File: config.mk
export PLATFORM = sky130hd
export DESIGN_NAME = iommu_ptw_top
export DESIGN_NICKNAME = d
export VERILOG_FILES = /design/src/verilog/ptw_pkg.sv /design/src/verilog/ptw_wb_master.sv /design/src/verilog/ptw_pte_check.sv /design/src/verilog/ptw_walk_ctrl.sv /design/src/verilog/iommu_ptw_top.sv
export SDC_FILE = /design/constraint.sdc
export NUM_CORES = 1
export LEC_CHECK = 0
export BUFFER_PORTS_ARGS = -buffer_cell sky130_fd_sc_hd__buf_2
export CORE_MARGIN = 3
export CORE_UTILIZATION = 35
export CTS_BUF_LIST = sky130_fd_sc_hd__clkbuf_2 sky130_fd_sc_hd__clkbuf_4 sky130_fd_sc_hd__clkbuf_8
export DETAILED_ROUTE_END_ITERATION = 8
export PLACE_DENSITY = 0.63
export SKIP_CTS_REPAIR_TIMING = 1
export SLEW_MARGIN = 10
export SYNTH_ARGS = -nofsm -noshare
export SYNTH_HDL_FRONTEND = slang
export SYNTH_SLANG_ARGS = --single-unit
File: constraint.sdc
create_clock -name clk_i -period 6.65 [get_ports clk_i]
set_clock_uncertainty 0.15 [all_clocks]
set_input_delay 1.33 -clock clk_i [delete_from_list [all_inputs] [get_ports clk_i]]
set_output_delay 1.33 -clock clk_i [all_outputs]
set_load 0.005 [all_outputs]
File: src/verilog/ptw_pkg.sv
package ptw_pkg;

    // Sv39 address geometry
    localparam int unsigned PPN_W   = 44;
    localparam int unsigned VLEN    = 39;
    localparam int unsigned PLEN    = 56;
    localparam int unsigned VPN_W   = 27;
    localparam int unsigned PSCID_W = 20;
    localparam int unsigned CAUSE_W = 8;

    // Fault cause codes reported with fault_o
    localparam logic [CAUSE_W-1:0] CAUSE_LD_ACCESS = 8'd5;
    localparam logic [CAUSE_W-1:0] CAUSE_ST_ACCESS = 8'd7;
    localparam logic [CAUSE_W-1:0] CAUSE_LD_PAGE   = 8'd13;
    localparam logic [CAUSE_W-1:0] CAUSE_ST_PAGE   = 8'd15;

    // Sv39 page-table entry, MSB first
    typedef struct packed {
        logic [9:0]       reserved;
        logic [PPN_W-1:0] ppn;
        logic [1:0]       rsw;
        logic             d;
        logic             a;
        logic             g;
        logic             u;
        logic             x;
        logic             w;
        logic             r;
        logic             v;
    } pte_t;

    // Walk level, LVL1 is the root table
    typedef enum logic [1:0] {
        LVL1,
        LVL2,
        LVL3
    } lvl_e;

    // IOTLB miss request
    typedef struct packed {
        logic [VLEN-1:0]    iova;
        logic [PSCID_W-1:0] pscid;
        logic               is_store;
    } ptw_req_t;

    // Entry written into the IOTLB at the end of a good walk
    typedef struct packed {
        logic [VPN_W-1:0]   vpn;
        logic [PPN_W-1:0]   ppn;
        logic               is_2m;
        logic               is_1g;
        logic               g;
        logic [PSCID_W-1:0] pscid;
    } tlb_update_t;

    // Wishbone master to slave
    typedef struct packed {
        logic            cyc;
        logic            stb;
        logic            we;
        logic [PLEN-1:0] adr;
        logic [7:0]      sel;
    } wb_req_t;

    // Wishbone slave to master
    typedef struct packed {
        logic        ack;
        logic        err;
        logic [63:0] dat;
    } wb_rsp_t;

    // PTE checker result for the current level
    typedef struct packed {
        logic               fault;
        logic               leaf;
        logic [CAUSE_W-1:0] cause;
    } pte_verdict_t;

endpackage

File: src/verilog/ptw_wb_master.sv
`timescale 1ns/1ps

module ptw_wb_master (
    input  logic                          clk_i,
    input  logic                          rst_ni,
    input  logic                          fetch_req_i,
    input  logic [ptw_pkg::PLEN-1:0]      fetch_adr_i,
    input  ptw_pkg::wb_rsp_t              wb_i,
    output ptw_pkg::wb_req_t              wb_o,
    output logic                          rsp_valid_o,
    output logic                          rsp_err_o,
    output ptw_pkg::pte_t                 rsp_pte_o
);
    import ptw_pkg::*;

    // Cycle in flight, cyc and stb move together
    logic            cyc_q;
    logic [PLEN-1:0] adr_q;
    logic            rsp_valid_q;
    logic            rsp_err_q;
    logic [63:0]     rsp_dat_q;
    logic            done;

    // Slave ends the cycle with either ack or err
    assign done = cyc_q && (wb_i.ack || wb_i.err);

    always_ff @(posedge clk_i or negedge rst_ni) begin
        if (!rst_ni) begin
            cyc_q       <= 1'b0;
            rsp_valid_q <= 1'b0;
        end else begin
            rsp_valid_q <= done;
            if (done) begin
                cyc_q <= 1'b0;
            end else if (fetch_req_i) begin
                cyc_q <= 1'b1;
            end
        end
    end

    // Address held stable for the whole cycle, data captured on the ending edge
    always_ff @(posedge clk_i) begin
        if (fetch_req_i && !cyc_q) begin
            adr_q <= fetch_adr_i;
        end
        if (done) begin
            rsp_dat_q <= wb_i.dat;
            rsp_err_q <= wb_i.err;
        end
    end

    // Read only, full 64-bit lane
    assign wb_o.cyc = cyc_q;
    assign wb_o.stb = cyc_q;
    assign wb_o.we  = 1'b0;
    assign wb_o.adr = adr_q;
    assign wb_o.sel = 8'hff;

    assign rsp_valid_o = rsp_valid_q;
    assign rsp_err_o   = rsp_err_q;
    assign rsp_pte_o   = pte_t'(rsp_dat_q);

endmodule

File: src/verilog/ptw_pte_check.sv
`timescale 1ns/1ps

module ptw_pte_check (
    input  ptw_pkg::pte_t         pte_i,
    input  ptw_pkg::lvl_e         lvl_i,
    input  logic                  is_store_i,
    output ptw_pkg::pte_verdict_t verdict_o
);
    import ptw_pkg::*;

    logic               is_leaf;
    logic               misaligned;
    logic [CAUSE_W-1:0] page_cause;

    // R or X set marks a leaf, otherwise a pointer to the next table
    assign is_leaf = pte_i.r || pte_i.x;

    // Superpage PPN must be aligned to its size
    always_comb begin
        case (lvl_i)
            LVL1:    misaligned = (pte_i.ppn[17:0] != '0);
            LVL2:    misaligned = (pte_i.ppn[8:0] != '0);
            default: misaligned = 1'b0;
        endcase
    end

    // Every rule here raises a page fault of the original access type
    assign page_cause = is_store_i ? CAUSE_ST_PAGE : CAUSE_LD_PAGE;

    always_comb begin
        verdict_o.fault = 1'b0;
        verdict_o.leaf  = 1'b0;
        verdict_o.cause = '0;
        // Not valid, or the reserved W without R encoding
        if (!pte_i.v || (!pte_i.r && pte_i.w)) begin
            verdict_o.fault = 1'b1;
        // Bits 63:54 must be zero, no Svnapot or Svpbmt here
        end else if (pte_i.reserved != '0) begin
            verdict_o.fault = 1'b1;
        end else if (is_leaf) begin
            // Misaligned superpage
            if (misaligned) begin
                verdict_o.fault = 1'b1;
            // No hardware A/D update, software must have set them
            end else if (!pte_i.a || (is_store_i && !pte_i.d)) begin
                verdict_o.fault = 1'b1;
            end else begin
                verdict_o.leaf = 1'b1;
            end
        end else begin
            // D, A and U are reserved in a pointer
            if (pte_i.d || pte_i.a || pte_i.u) begin
                verdict_o.fault = 1'b1;
            // Pointer found in the last table, walk would run off the end
            end else if (lvl_i == LVL3) begin
                verdict_o.fault = 1'b1;
            end
        end
        if (verdict_o.fault) begin
            verdict_o.cause = page_cause;
        end
    end

endmodule

File: src/verilog/ptw_walk_ctrl.sv
`timescale 1ns/1ps

module ptw_walk_ctrl (
    input  logic                         clk_i,
    input  logic                         rst_ni,
    input  logic                         miss_i,
    input  ptw_pkg::ptw_req_t            req_i,
    input  logic [ptw_pkg::PPN_W-1:0]    iosatp_ppn_i,
    input  logic                         dtf_i,
    input  logic                         rsp_valid_i,
    input  logic                         rsp_err_i,
    input  ptw_pkg::pte_t                rsp_pte_i,
    input  ptw_pkg::pte_verdict_t        verdict_i,
    output logic                         fetch_req_o,
    output logic [ptw_pkg::PLEN-1:0]     fetch_adr_o,
    output ptw_pkg::lvl_e                lvl_o,
    output logic                         is_store_o,
    output logic                         busy_o,
    output logic                         update_o,
    output ptw_pkg::tlb_update_t         update_data_o,
    output logic                         fault_o,
    output logic [ptw_pkg::CAUSE_W-1:0]  cause_o
);
    import ptw_pkg::*;

    typedef enum logic [1:0] {
        IDLE,
        WALK,
        REPORT
    } state_e;

    state_e             state_q, state_d;
    lvl_e               lvl_q, lvl_next;
    ptw_req_t           req_q;
    logic [PLEN-1:0]    pptr_q;
    logic               start_q;
    logic               g_acc_q;
    logic               update_q;
    logic               fault_q;
    tlb_update_t        update_data_q;
    logic [CAUSE_W-1:0] cause_q;
    logic [8:0]         vpn_next;
    logic [PLEN-1:0]    next_ptr;
    logic               miss_take;
    logic               rsp_done;
    logic               ptr_step;
    logic               leaf_evt;
    logic               fault_evt;

    // New miss only accepted when no walk is running
    assign miss_take = miss_i && (state_q != WALK);
    assign rsp_done  = (state_q == WALK) && rsp_valid_i;

    // Bus error wins over whatever the checker saw in the data
    assign fault_evt = rsp_done && (rsp_err_i || verdict_i.fault);
    assign leaf_evt  = rsp_done && !rsp_err_i && !verdict_i.fault && verdict_i.leaf;
    assign ptr_step  = rsp_done && !rsp_err_i && !verdict_i.fault && !verdict_i.leaf;

    // Index into the next table, VPN[1] after the root, VPN[0] after that
    always_comb begin
        if (lvl_q == LVL1) begin
            vpn_next = req_q.iova[29:21];
            lvl_next = LVL2;
        end else begin
            vpn_next = req_q.iova[20:12];
            lvl_next = LVL3;
        end
    end

    assign next_ptr = {rsp_pte_i.ppn, vpn_next, 3'b000};

    // First fetch comes from the registered root pointer, later ones straight off the PTE
    assign fetch_req_o = start_q || ptr_step;
    assign fetch_adr_o = start_q ? pptr_q : next_ptr;

    always_comb begin
        state_d = state_q;
        case (state_q)
            IDLE, REPORT: state_d = miss_take ? WALK : IDLE;
            WALK:         state_d = (rsp_done && !ptr_step) ? REPORT : WALK;
            default:      state_d = IDLE;
        endcase
    end

    always_ff @(posedge clk_i or negedge rst_ni) begin
        if (!rst_ni) begin
            state_q  <= IDLE;
            lvl_q    <= LVL1;
            start_q  <= 1'b0;
            g_acc_q  <= 1'b0;
            update_q <= 1'b0;
            fault_q  <= 1'b0;
        end else begin
            state_q  <= state_d;
            start_q  <= miss_take;
            update_q <= leaf_evt;
            // DTF keeps the fault from being reported, the walk still ends
            fault_q  <= fault_evt && !dtf_i;
            if (miss_take) begin
                lvl_q   <= LVL1;
                g_acc_q <= 1'b0;
            end else if (ptr_step) begin
                lvl_q   <= lvl_next;
                g_acc_q <= g_acc_q || rsp_pte_i.g;
            end
        end
    end

    always_ff @(posedge clk_i) begin
        if (miss_take) begin
            req_q  <= req_i;
            // Root table entry selected by VPN[2]
            pptr_q <= {iosatp_ppn_i, req_i.iova[38:30], 3'b000};
        end
        if (leaf_evt) begin
            update_data_q.vpn   <= req_q.iova[38:12];
            update_data_q.ppn   <= rsp_pte_i.ppn;
            update_data_q.is_2m <= (lvl_q == LVL2);
            update_data_q.is_1g <= (lvl_q == LVL1);
            update_data_q.g     <= g_acc_q || rsp_pte_i.g;
            update_data_q.pscid <= req_q.pscid;
        end
        if (fault_evt) begin
            if (rsp_err_i) begin
                cause_q <= req_q.is_store ? CAUSE_ST_ACCESS : CAUSE_LD_ACCESS;
            end else begin
                cause_q <= verdict_i.cause;
            end
        end
    end

    assign lvl_o         = lvl_q;
    assign is_store_o    = req_q.is_store;
    assign busy_o        = (state_q == WALK);
    assign update_o      = update_q;
    assign update_data_o = update_data_q;
    assign fault_o       = fault_q;
    assign cause_o       = cause_q;

endmodule

File: src/verilog/iommu_ptw_top.sv
`timescale 1ns/1ps

module iommu_ptw_top (
    input  logic                         clk_i,
    input  logic                         rst_ni,
    input  logic                         miss_i,
    input  ptw_pkg::ptw_req_t            req_i,
    input  logic [ptw_pkg::PPN_W-1:0]    iosatp_ppn_i,
    input  logic                         dtf_i,
    input  ptw_pkg::wb_rsp_t             wb_i,
    output ptw_pkg::wb_req_t             wb_o,
    output logic                         busy_o,
    output logic                         update_o,
    output ptw_pkg::tlb_update_t         update_data_o,
    output logic                         fault_o,
    output logic [ptw_pkg::CAUSE_W-1:0]  cause_o
);
    import ptw_pkg::*;

    // Control to bus stage
    logic            fetch_req;
    logic [PLEN-1:0] fetch_adr;
    // Bus stage back to control and check
    logic            rsp_valid;
    logic            rsp_err;
    pte_t            rsp_pte;
    // Check stage result and its context
    pte_verdict_t    verdict;
    lvl_e            lvl;
    logic            is_store;

    ptw_walk_ctrl u_walk_ctrl (
        .clk_i         (clk_i),
        .rst_ni        (rst_ni),
        .miss_i        (miss_i),
        .req_i         (req_i),
        .iosatp_ppn_i  (iosatp_ppn_i),
        .dtf_i         (dtf_i),
        .rsp_valid_i   (rsp_valid),
        .rsp_err_i     (rsp_err),
        .rsp_pte_i     (rsp_pte),
        .verdict_i     (verdict),
        .fetch_req_o   (fetch_req),
        .fetch_adr_o   (fetch_adr),
        .lvl_o         (lvl),
        .is_store_o    (is_store),
        .busy_o        (busy_o),
        .update_o      (update_o),
        .update_data_o (update_data_o),
        .fault_o       (fault_o),
        .cause_o       (cause_o)
    );

    ptw_wb_master u_wb_master (
        .clk_i       (clk_i),
        .rst_ni      (rst_ni),
        .fetch_req_i (fetch_req),
        .fetch_adr_i (fetch_adr),
        .wb_i        (wb_i),
        .wb_o        (wb_o),
        .rsp_valid_o (rsp_valid),
        .rsp_err_o   (rsp_err),
        .rsp_pte_o   (rsp_pte)
    );

    ptw_pte_check u_pte_check (
        .pte_i      (rsp_pte),
        .lvl_i      (lvl),
        .is_store_i (is_store),
        .verdict_o  (verdict)
    );

endmodule

* Yosys cells after proc, flatten, opt, wreduce, memory -nomap -nowiden
Cells that the tools add are included.
Word-level totals: bits of input ports 174, register bits 343, logic and storage cells 96
Cells by class: reductions and logical operators 40, equality and inequality tests 5, multiplexer cells 29
Operator list (count):
- 2-to-1 mux 56 bit | 1
- nonzero test 18 bit | 1
- 2-to-1 mux 1 bit | 17
- 2-to-1 mux 8 bit | 2
- logical AND 1 bit | 13
- 2-to-1 mux 2 bit | 6
- logical NOT 1 bit | 10
- nonzero test 10 bit | 1
- logical OR 1 bit | 9
- 2-to-1 mux 9 bit | 1
- nonzero test 9 bit | 1
- equality test 2 x 1 -> 1 bit, second input constant | 2
- equality test 2 bit, second input constant | 2
- logical NOT 2 bit | 2
- one-hot mux 2 bit (2 select lines) | 1
- nonzero test 2 bit | 2
- != test 2 x 1 -> 1 bit, second input constant | 1
- one-hot mux 1 bit (2 select lines) | 1
- OR reduction 2 bit | 1

* Logic depth before layout (Yosys ltp)
Gate-level depths: netlist of run 1.
depth after elaboration 15, mapped depth 5, mapped depth without buffers 4

* Cells and area by module
A second synthesis of run 1 with hierarchy kept.
Second synthesis, totals: cell total of the unflattened synthesis 487, area, all modules 10964.3 um^2
Modules (own cells, without submodules):
- ptw_walk_ctrl | instances 1, area each 6970.4 um^2, seq. area each 6025.8 um^2, cells an instance 318
- ptw_wb_master | instances 1, area each 3799.9 um^2, seq. area each 3683.5 um^2, cells an instance 140
- ptw_pte_check | instances 1, area each 193.9 um^2, seq. area each 0.0 um^2, cells an instance 29

* Worst setup path after synthesis of run 1
No wires, ideal clock.
path kind in2reg, from in miss_i, to reg u_walk_ctrl.req_q, in the netlist u_walk_ctrl.is_store_o, enable pin, stages on the path 2, required time 5.950 ns, buffers on the path 0, arrival 5.298 ns, setup slack 0.652 ns, cell sequence inv_1 > nor2_1
Between the ends: word-level cells in the longest chain between the ends 1
RTL lines:
- start: declaration | RTL line iommu_ptw_top.sv:6 | input logic miss_i,
- logical AND 1 bit | RTL line ptw_walk_ctrl.sv:51 | assign miss_take = miss_i && (state_q != WALK);
- net u_walk_ctrl.miss_take | RTL line ptw_walk_ctrl.sv:44 | logic miss_take;
- end signal: assignment | RTL line ptw_walk_ctrl.sv:111 | req_q <= req_i;
- end: declaration | RTL line ptw_walk_ctrl.sv:34 | ptw_req_t req_q;
The timed path passes the listed nets, and every way through them passes these cells. A chain may end at the register's enable or synchronous reset.

* Final worst setup path of run 1
from reg u_wb_master.rsp_dat_q[60], in the netlist u_wb_master.rsp_pte_o[60], to reg u_walk_ctrl.update_data_q, in the netlist u_walk_ctrl.update_data_o[38], enable pin
Between the ends: word-level cells in the longest chain between the ends 6, elaborated cells between the ends (all ways) 8
RTL lines:
- start: declaration | RTL line ptw_wb_master.sv:21 | logic [63:0] rsp_dat_q;
- start signal: assignment | RTL line ptw_wb_master.sv:47 | rsp_dat_q <= wb_i.dat;
- nonzero test 10 bit (*) | RTL line ptw_pte_check.sv:38 | end else if (pte_i.reserved != '0) begin
- 2-to-1 mux 1 bit | RTL line ptw_pte_check.sv:38
- 2-to-1 mux 1 bit | RTL line ptw_pte_check.sv:35 | if (!pte_i.v || (!pte_i.r && pte_i.w)) begin
- logical NOT 1 bit | RTL line ptw_walk_ctrl.sv:56 | assign leaf_evt = rsp_done && !rsp_err_i && !verdict_i.fault && verdict_i.leaf;
- logical AND 1 bit | RTL line ptw_walk_ctrl.sv:56
- logical AND 1 bit (*) | RTL line ptw_walk_ctrl.sv:56
- net u_walk_ctrl.leaf_evt | RTL line ptw_walk_ctrl.sv:47 | logic leaf_evt;
- end: declaration | RTL line ptw_walk_ctrl.sv:40 | tlb_update_t update_data_q;
Mark *: on every way through the listed nets, which the timed path passes. The rest lies on a longest branch.

==> summary.md, run 1 <==
| Metric | Value |
|---|---|
| Status | `finished, final reports clean` |
| Layout overhead on the synthesized area | `28.4%` |
| Final Max Slew Viols | `0` |
| Rows | `63` |
| Vias in the first global route | `5,952` |
| Post-Syn Area per Cell | `22.4 sq um` |
| Hold Path Stages | `0` |
| TritonCTS clock tree | `done` |
| Ratio of cells with drive above 1 in the final layout | `52.2%` |
| Initial core utilization | `35.6%` |
| Comb pwr share | `12.7%` |
| Ys async rst share | `3.17%` |
| Initial antenna violation count | `3` |
| Final Cycle Share | `52.9%` |
| Mapped cell area | `10,600 sq um` |
| HPWL Detailed | `approximately 16,000 um` |
| Dpl ws | `3070 ps` |
| Unrepaired setup endpoints after global routing | `false` |
| Net Sw Power | `0.00122 W` |
| CTS root buf | `clkbuf_8` |
| IO Count | `346` |
| Sequential area share after synthesis | `approximately 89%` |
| Busiest grt layer | `met2` |
| Setup total negative slack | `0 ps` |
| GR Util met2 | `between 20% and 30%` |
| HP Start | `u_walk_ctrl.req_q[16]$_DFFE_PP_` |
| Clock latency on the worst-skew pair | `approximately 550 ps` |
| Via density per instance | `4.40` |
| Routed WL per cell | `about 18 um` |
| Post-route ant nets | `0` |
| Placed Instances | `1,172` |
| Seq pwr share | `55.1%` |
| CP max-delay cell | `and2_4` |
| Die height | `approximately 180 um` |
| Met3 Use GR | `4.74%` |
| Final setup violation count | `0` |
| Max_cap viols | `0` |
| Cts bufs inserted | `~50` |
| # clock sinks | `~320` |
| Met1 Use GR | `17.2%` |
| Power, Total | `0.00502 W` |
| Via count | `5,558` |
| Multi-input gate area | `1080 sq um` |
| H-Tree Depth | `2` |
| Worst reg2reg path depth | `5` |
| Min-delay worst type | `reg -> reg` |
| Post-synth EDFFs | `305` |
| Post-layout minimum cycle time | `3520 ps` |
| Clock power share | `32.3%` |
| Netlist cell types | `38` |
| Int Pwr | `0.00380 W` |
| FMAX | `284 MHz` |
| Worst-case clock buffer depth | `3` |
| Router iterations before antenna repair | `4` |
| Port buffer count | `315` |
| Setup crit end kind | `register` |
| Switching part of the total | `about a quarter` |
| Syn. warnings | `0` |
| Post-Layout Cell Count | `1,264` |
| DRC Markers | `0` |
| CP Launch Point | `u_wb_master.rsp_pte_o[60]$_DFFE_PP_` |
| Syn Inst Count | `474` |
| Pin count of the biggest net entering global routing | `63` |
| Startpoint Class | `register` |
| CP cell instances | `nor4b_1, o2111ai_1, nor4_2, and2_4, buf_4` |
| #FFs+latches synth | `315` |
| Power per cell area | `368 nW/um^2` |
| Primary FF master, synth | `edfxtp_1` |
| Nets | `1,009` |
| Total GRT Usage | `14.0%` |
| Filler Cells Inserted | `2,620` |
| Reg clk slew, reported paths | `60 ps` |
| WS Path Type | `reg -> reg` |
| Full die area | `32,500 sq um` |
| Die width | `180 um` |
| WP data arrival | `3540 ps` |
| Reg area | `9410 sq um` |
| CP Max Fanout | `51` |
| Core ar. | `29,800 sq um` |
| Least-Margin Pin Slew | `914 ps` |
| Routed WL | `23,300 um` |
| Leakage power | `5.14 nW` |
| Worst slew margin | `38.9%` |
| Final Hold Fails | `0` |
| VDD IR-drop max | `between 200 and 250 uV` |
| CP required | `between 6000 and 7000 ps` |
| First-pass GRT wire length | `35,000 um` |
| Total global routing overflow | `0` |
| Final RePlAce weighted congestion | `0.764` |
| Critical path's largest stage delay | `680 ps` |
| Initial DRC Count | `249` |
| FF-to-FF Start | `u_wb_master.rsp_pte_o[60]$_DFFE_PP_` |
| Worst setup slack after layout | `about 3100 ps` |
[logic make-up after synthesis]
| group | after synthesis | share of synthesized area [%] |
|---|---|---|
| simple gates | 42 | 2.14 |
| other cells | 2 | 0.0707 |
| compound gates | 27 | 1.74 |
| flops | 315 | 88.6 |
| buf+inv | 35 | 1.92 |
| mux | 53 | 5.51 |
[cell usage after synthesis (all sizes together) (6+ instances only)]
library cell | count | area, sq um
dfrtp | 10 | 250
nor2 | 11 | 41.3
buf | 21 | 151
clkbuf | 6 | 22.5
mux2i | 9 | 90.1
nor3 | 6 | 35.0
mux2 | 44 | 495
o21ai | 9 | 45.0
inv | 8 | 30.0
edfxtp | 305 | 9160
nand2 | 10 | 37.5
[worst paths after layout]
path	endpoint	slack (ps)
max	u_walk_ctrl.update_data_o[38]$_DFFE_PP_	3130
min	u_walk_ctrl.update_data_o[15]$_DFFE_PP_	270
max reg2reg	u_walk_ctrl.update_data_o[38]$_DFFE_PP_	3130
min reg2reg	u_walk_ctrl.update_data_o[15]$_DFFE_PP_	270
max in group asynchronous	u_walk_ctrl.start_q$_DFF_PN0_	5650
min in group asynchronous	u_wb_master.rsp_valid_o$_DFF_PN0_	490
[power by group through the flow]
stage	registers (W)	clock network, W	logic (W)
detailed placement	0.00281	0	0.000658
global placement	0.00279	0	0.000644
global route	0.00280	0.00178	0.000703
finish	0.00276	0.00162	0.000635
floorplan	0.00281	0	0.000346
CTS	0.00277	0.00168	0.000658
[placed cells by master, fill, tap and decap left out, types with 2 or more instances in the layout]
cell / n
diode_2: 3
mux2i_1: 9
inv_1: 8
dfrtp_1: 9
o21ai_0: 9
edfxtp_1: 305
a21oi_1: 3
nor3_1: 5
buf_2: 315
clkinv_2: 3
a31oi_1: 4
conb_1: 16
nor2b_1: 2
nand2_1: 10
nor4_1: 3
a41oi_1: 2
or2_2: 2
clkbuf_8: 53
mux2_2: 44
clkbuf_4: 18
nor2_1: 8
clkinv_1: 12
buf_4: 6
bufinv_16: 2
nor2_4: 3
[through the flow]
step / utilization (%) / hold slack (ps) / area [sq um]
detailed placement: 42.4 / 255 / 12600
global placement: 42.4 / 250 / 12600
global route: 45.7 / 287 / 13600
finish: 45.8 / 267 / 13600
floorplan: - / 250 / 10700
CTS: 45.7 / 267 / 13600
[state kept, by name, indices dropped and copies added (netlist names)]
signal                     flops
u_walk_ctrl.start_q            1
u_walk_ctrl.g_acc_q            1
u_walk_ctrl.cause_o            3
u_wb_master.rsp_pte_o         62
u_walk_ctrl.update_o           1
u_walk_ctrl.req_q             46
u_wb_master.rsp_err_o          1
u_walk_ctrl.state_q            2
u_wb_master.rsp_valid_o        1
u_walk_ctrl.is_store_o         1
u_walk_ctrl.pptr_q            45
u_walk_ctrl.lvl_o              2
u_walk_ctrl.fault_o            1
u_wb_master.adr_q             53
u_walk_ctrl.update_data_o     94
u_wb_master.cyc_q              1
[worst max-delay path, delay by kind of cell, from the launching register on]
| family | cells | cell delay, ps |
|---|---|---|
| AO/OA/AOI/OAI | 1 | 330 |
| buffers and inverters | 1 | 680 |
| flip-flops | 1 | 360 |
| AND/OR/NAND/NOR | 3 | 1570 |
[routing by layer]
layer | routed length [um] | part of all wire (%)
met5 | 13 | 0.056
met4 | 641 | 2.8
met3 | 1960 | 8.4
met2 | 11300 | 49
met1 | 9360 | 40
[area by class of cell]
class / count / share of cell area (%)
diodes: 3 / 0.0551
clock buffers: 71 / 6.34
clock inverters: 18 / 0.936
inverters: 8 / 0.220
multi-input cells: 138 / 7.95
flip-flops and latches: 315 / 69.0
well taps: 390 / 3.58
repair buffers: 321 / 11.9
No activity file was read; power rests on OpenSTA's default activity.
==> inputs of run 2 (changes only) <==
--- a/config.mk
+++ b/config.mk
@@ -10,7 +10,7 @@
 export CORE_UTILIZATION = 35
 export CTS_BUF_LIST = sky130_fd_sc_hd__clkbuf_2 sky130_fd_sc_hd__clkbuf_4 sky130_fd_sc_hd__clkbuf_8
 export DETAILED_ROUTE_END_ITERATION = 8
-export PLACE_DENSITY = 0.63
+export PLACE_DENSITY = 0.65
 export SKIP_CTS_REPAIR_TIMING = 1
 export SLEW_MARGIN = 10
 export SYNTH_ARGS = -nofsm -noshare
==> constraint.sdc (replaced) <==
create_clock -name clk_i -period 3 [get_ports clk_i]
set_clock_uncertainty 0.15 [all_clocks]
set_input_delay 0.6 -clock clk_i [delete_from_list [all_inputs] [get_ports clk_i]]
set_output_delay 0.6 -clock clk_i [all_outputs]
set_load 0.005 [all_outputs]
==> run 2 against run 1 <==
- largest cell class unchanged
- critical endpoint is now u_walk_ctrl.update_data_o[41]$_DFFE_PP_
- highest routed layer is now met4
- hold slack lost 190 ps
- critical path type unchanged
- count of clock-buffer cells in the layout increased by 2
- combinational power increased by 130%
==> summary.md, run 2 (synthesis results as in run 1) <==
| Metric | Value |
|---|---|
| Status | `finished, final reports clean (unchanged)` |
| TritonCTS clock tree | `done (unchanged)` |
| RR Endpoint | `u_walk_ctrl.update_data_o[41]$_DFFE_PP_ (was u_walk_ctrl.update_data_o[38]$_DFFE_PP_)` |
| Unrepaired setup endpoints after global routing | `false (unchanged)` |
| Initial antenna violation count | `4 (was 3)` |
| Total global routing overflow | `0 (unchanged)` |
| Full die area | `32,500 sq um (unchanged)` |
| FF-to-FF setup slack | `260 ps (was 3130 ps)` |
| VDD IR-drop max | `443 uV (was 243 uV)` |
| Final Hold Fails | `0 (unchanged)` |
| Leakage power | `5.24 nW (was 5.14 nW)` |
| Least-Margin Pin Slew | `554 ps (was 914 ps)` |
| Layout Utilization | `46.5% (was 45.8%)` |
| Startpoint Class | `register (unchanged)` |
| CP Max Fanout | `16 (was 51)` |
| Final Max Slew Viols | `0 (unchanged)` |
| Crit path to | `u_walk_ctrl.update_data_o[41]$_DFFE_PP_ (was u_walk_ctrl.update_data_o[38]$_DFFE_PP_)` |
| Levels on crit path | `5 (unchanged)` |
| WP data arrival | `2810 ps (was 3540 ps)` |
| WS Path Type | `reg -> reg (unchanged)` |
| Critical path's largest stage delay | `420 ps (was 680 ps)` |
| Layout overhead on the synthesized area | `30.4% (was 28.4%)` |
| Final Cycle Share | `91.2% (was 52.9%)` |
| Setup crit end kind | `register (unchanged)` |
| Most frequent cells in the layout | `315 x buf_2, 305 x edfxtp_1, 57 x clkbuf_8 (was 315 x buf_2, 305 x edfxtp_1, 53 x clkbuf_8)` |
| Nets | `1,017 (was 1,009)` |
| Core ar. | `29,800 sq um (unchanged)` |
| First-pass GRT wire length | `34,900 um (was 35,000 um)` |
| Routed WL per cell | `18.5 um (was 18.4 um)` |
| Multi-input gate area | `1080 sq um (unchanged)` |
| Initial core utilization | `35.6% (unchanged)` |
| Min-delay worst type | `in -> reg (was reg -> reg)` |
| Final RePlAce weighted congestion | `0.776 (was 0.764)` |
| DRC Markers | `0 (unchanged)` |
| Port buffer count | `315 (unchanged)` |
| Worst slew margin | `63.1% (was 38.9%)` |
| CP required | `3070 ps (was 6660 ps)` |
| Worst-case clock buffer depth | `3 (unchanged)` |
| IO Count | `346 (unchanged)` |
| Max_cap viols | `0 (unchanged)` |
| Reg area | `9410 sq um (unchanged)` |
| Post-route ant nets | `0 (unchanged)` |
| Max reg flops | `94 (unchanged)` |
| Power per cell area | `823 nW/um^2 (was 368 nW/um^2)` |
| Via density per instance | `4.38 (was 4.40)` |
| H-Tree Depth | `2 (unchanged)` |
| HPWL Detailed | `16,000 um (was 15,600 um)` |
| Ratio of cells with drive above 1 in the final layout | `52.7% (was 52.2%)` |
| Buf/Inv on CP | `1 (unchanged)` |
| CP Launch Point | `u_wb_master.rsp_pte_o[60]$_DFFE_PP_ (unchanged)` |
| Die height | `180 um (unchanged)` |
| Vias in the first global route | `6,010 (was 5,952)` |
| Pin count of the biggest net entering global routing | `63 (unchanged)` |
| Router iterations before antenna repair | `4 (unchanged)` |
| Worst reg2reg path depth | `5 (unchanged)` |
| CP top delay family | `simple AND/OR/NAND/NOR gates (unchanged)` |
| CP max-delay cell | `nor4b_1 (was and2_4)` |
| FMAX | `366 MHz (was 284 MHz)` |
| Cts bufs inserted | `51 (unchanged)` |
| Clock latency on the worst-skew pair | `540 ps (was 550 ps)` |
| # clock sinks | `315 (unchanged)` |
| Via count | `5,576 (was 5,558)` |
| Initial DRC Count | `232 (was 249)` |
| CTS root buf | `clkbuf_8 (unchanged)` |
| FF-to-FF Start | `u_wb_master.rsp_pte_o[60]$_DFFE_PP_ (unchanged)` |
| Filler Cells Inserted | `2,647 (was 2,620)` |
| Most common cell after layout, fill and taps aside | `buf_2 (unchanged)` |
| CP cell instances | `nor4b_1, o2111ai_1, nor4_2, and2_4, buf_4 (unchanged)` |
| Setup total negative slack | `0 ps (unchanged)` |
| Post-layout minimum cycle time | `2740 ps (was 3520 ps)` |
| Final setup violation count | `0 (unchanged)` |
| Hold Path Stages | `2 (was 0)` |
| Reg clk slew, reported paths | `60 ps (about the same)` |
| Rows | `63 (unchanged)` |
| Die width | `180 um (unchanged)` |
| Total GRT Usage | `14.0% (about the same)` |
| Routed WL | `23,500 um (was 23,300 um)` |
-- run 2: how the worst min path moves through the flow --
stage                                     from                                 endpoint  slack (ps)
2_1_floorplan                           rst_ni            u_walk_ctrl.fault_o$_DFF_PN0_         150
3_3_place_gp   u_walk_ctrl.req_q[11]$_DFFE_PP_  u_walk_ctrl.update_data_o[10]$_DFFE_PP_         250
3_5_place_dp   u_walk_ctrl.req_q[16]$_DFFE_PP_  u_walk_ctrl.update_data_o[15]$_DFFE_PP_         250
4_1_cts                                 rst_ni           u_walk_ctrl.update_o$_DFF_PN0_        -270
5_1_grt                               wb_i[57]      u_wb_master.rsp_pte_o[57]$_DFFE_PP_          30
6_report                                 dtf_i            u_walk_ctrl.fault_o$_DFF_PN0_          80
-- run 2: worst register-to-register path, cell delays in order, from the launching register on --
cell and delay (ps):
edfxtp_1 360, nor4b_1 420, o2111ai_1 360, nor4_2 410
and2_4 400, buf_4 310
-- run 2: layout make-up --
class	instances	share of cell area, %
multi-input cells	138	7.83
clock buffers	73	6.53
flip-flops and latches	315	68.0
inverters	8	0.217
well taps	390	3.52
repair buffers	329	12.6
diodes	4	0.0723
clock inverters	17	1.24
-- run 2: power by group --
part           internal [W]  switching, W  total, W
registers           0.00587      0.000257   0.00613
logic              0.000570      0.000890   0.00146
clock network       0.00227       0.00153   0.00380
-- run 2: metrics by stage --
step	total power, W	cell area (sq um)	setup slack [ps]	hold slack, ps	std cells
2_1_floorplan	0.00696	10700	130	154	488
3_3_place_gp	0.00767	12700	317	251	1179
3_5_place_dp	0.00771	12700	274	255	1179
4_1_cts	0.0116	13800	257	-273	1269
5_1_grt	0.0119	13800	8.94	34.5	1274
6_report	0.0114	13800	264	80.1	1274
-- run 2: routing by layer --
layer / up-vias / track usage (%) / wire [um]
met5: - / 0 / 0
met2: 259 / 24.1 / 12100
met1: 2691 / 16.7 / 9070
li1: 2584 / - / -
met4: 0 / 5.59 / 603
met3: 42 / 4.06 / 1780
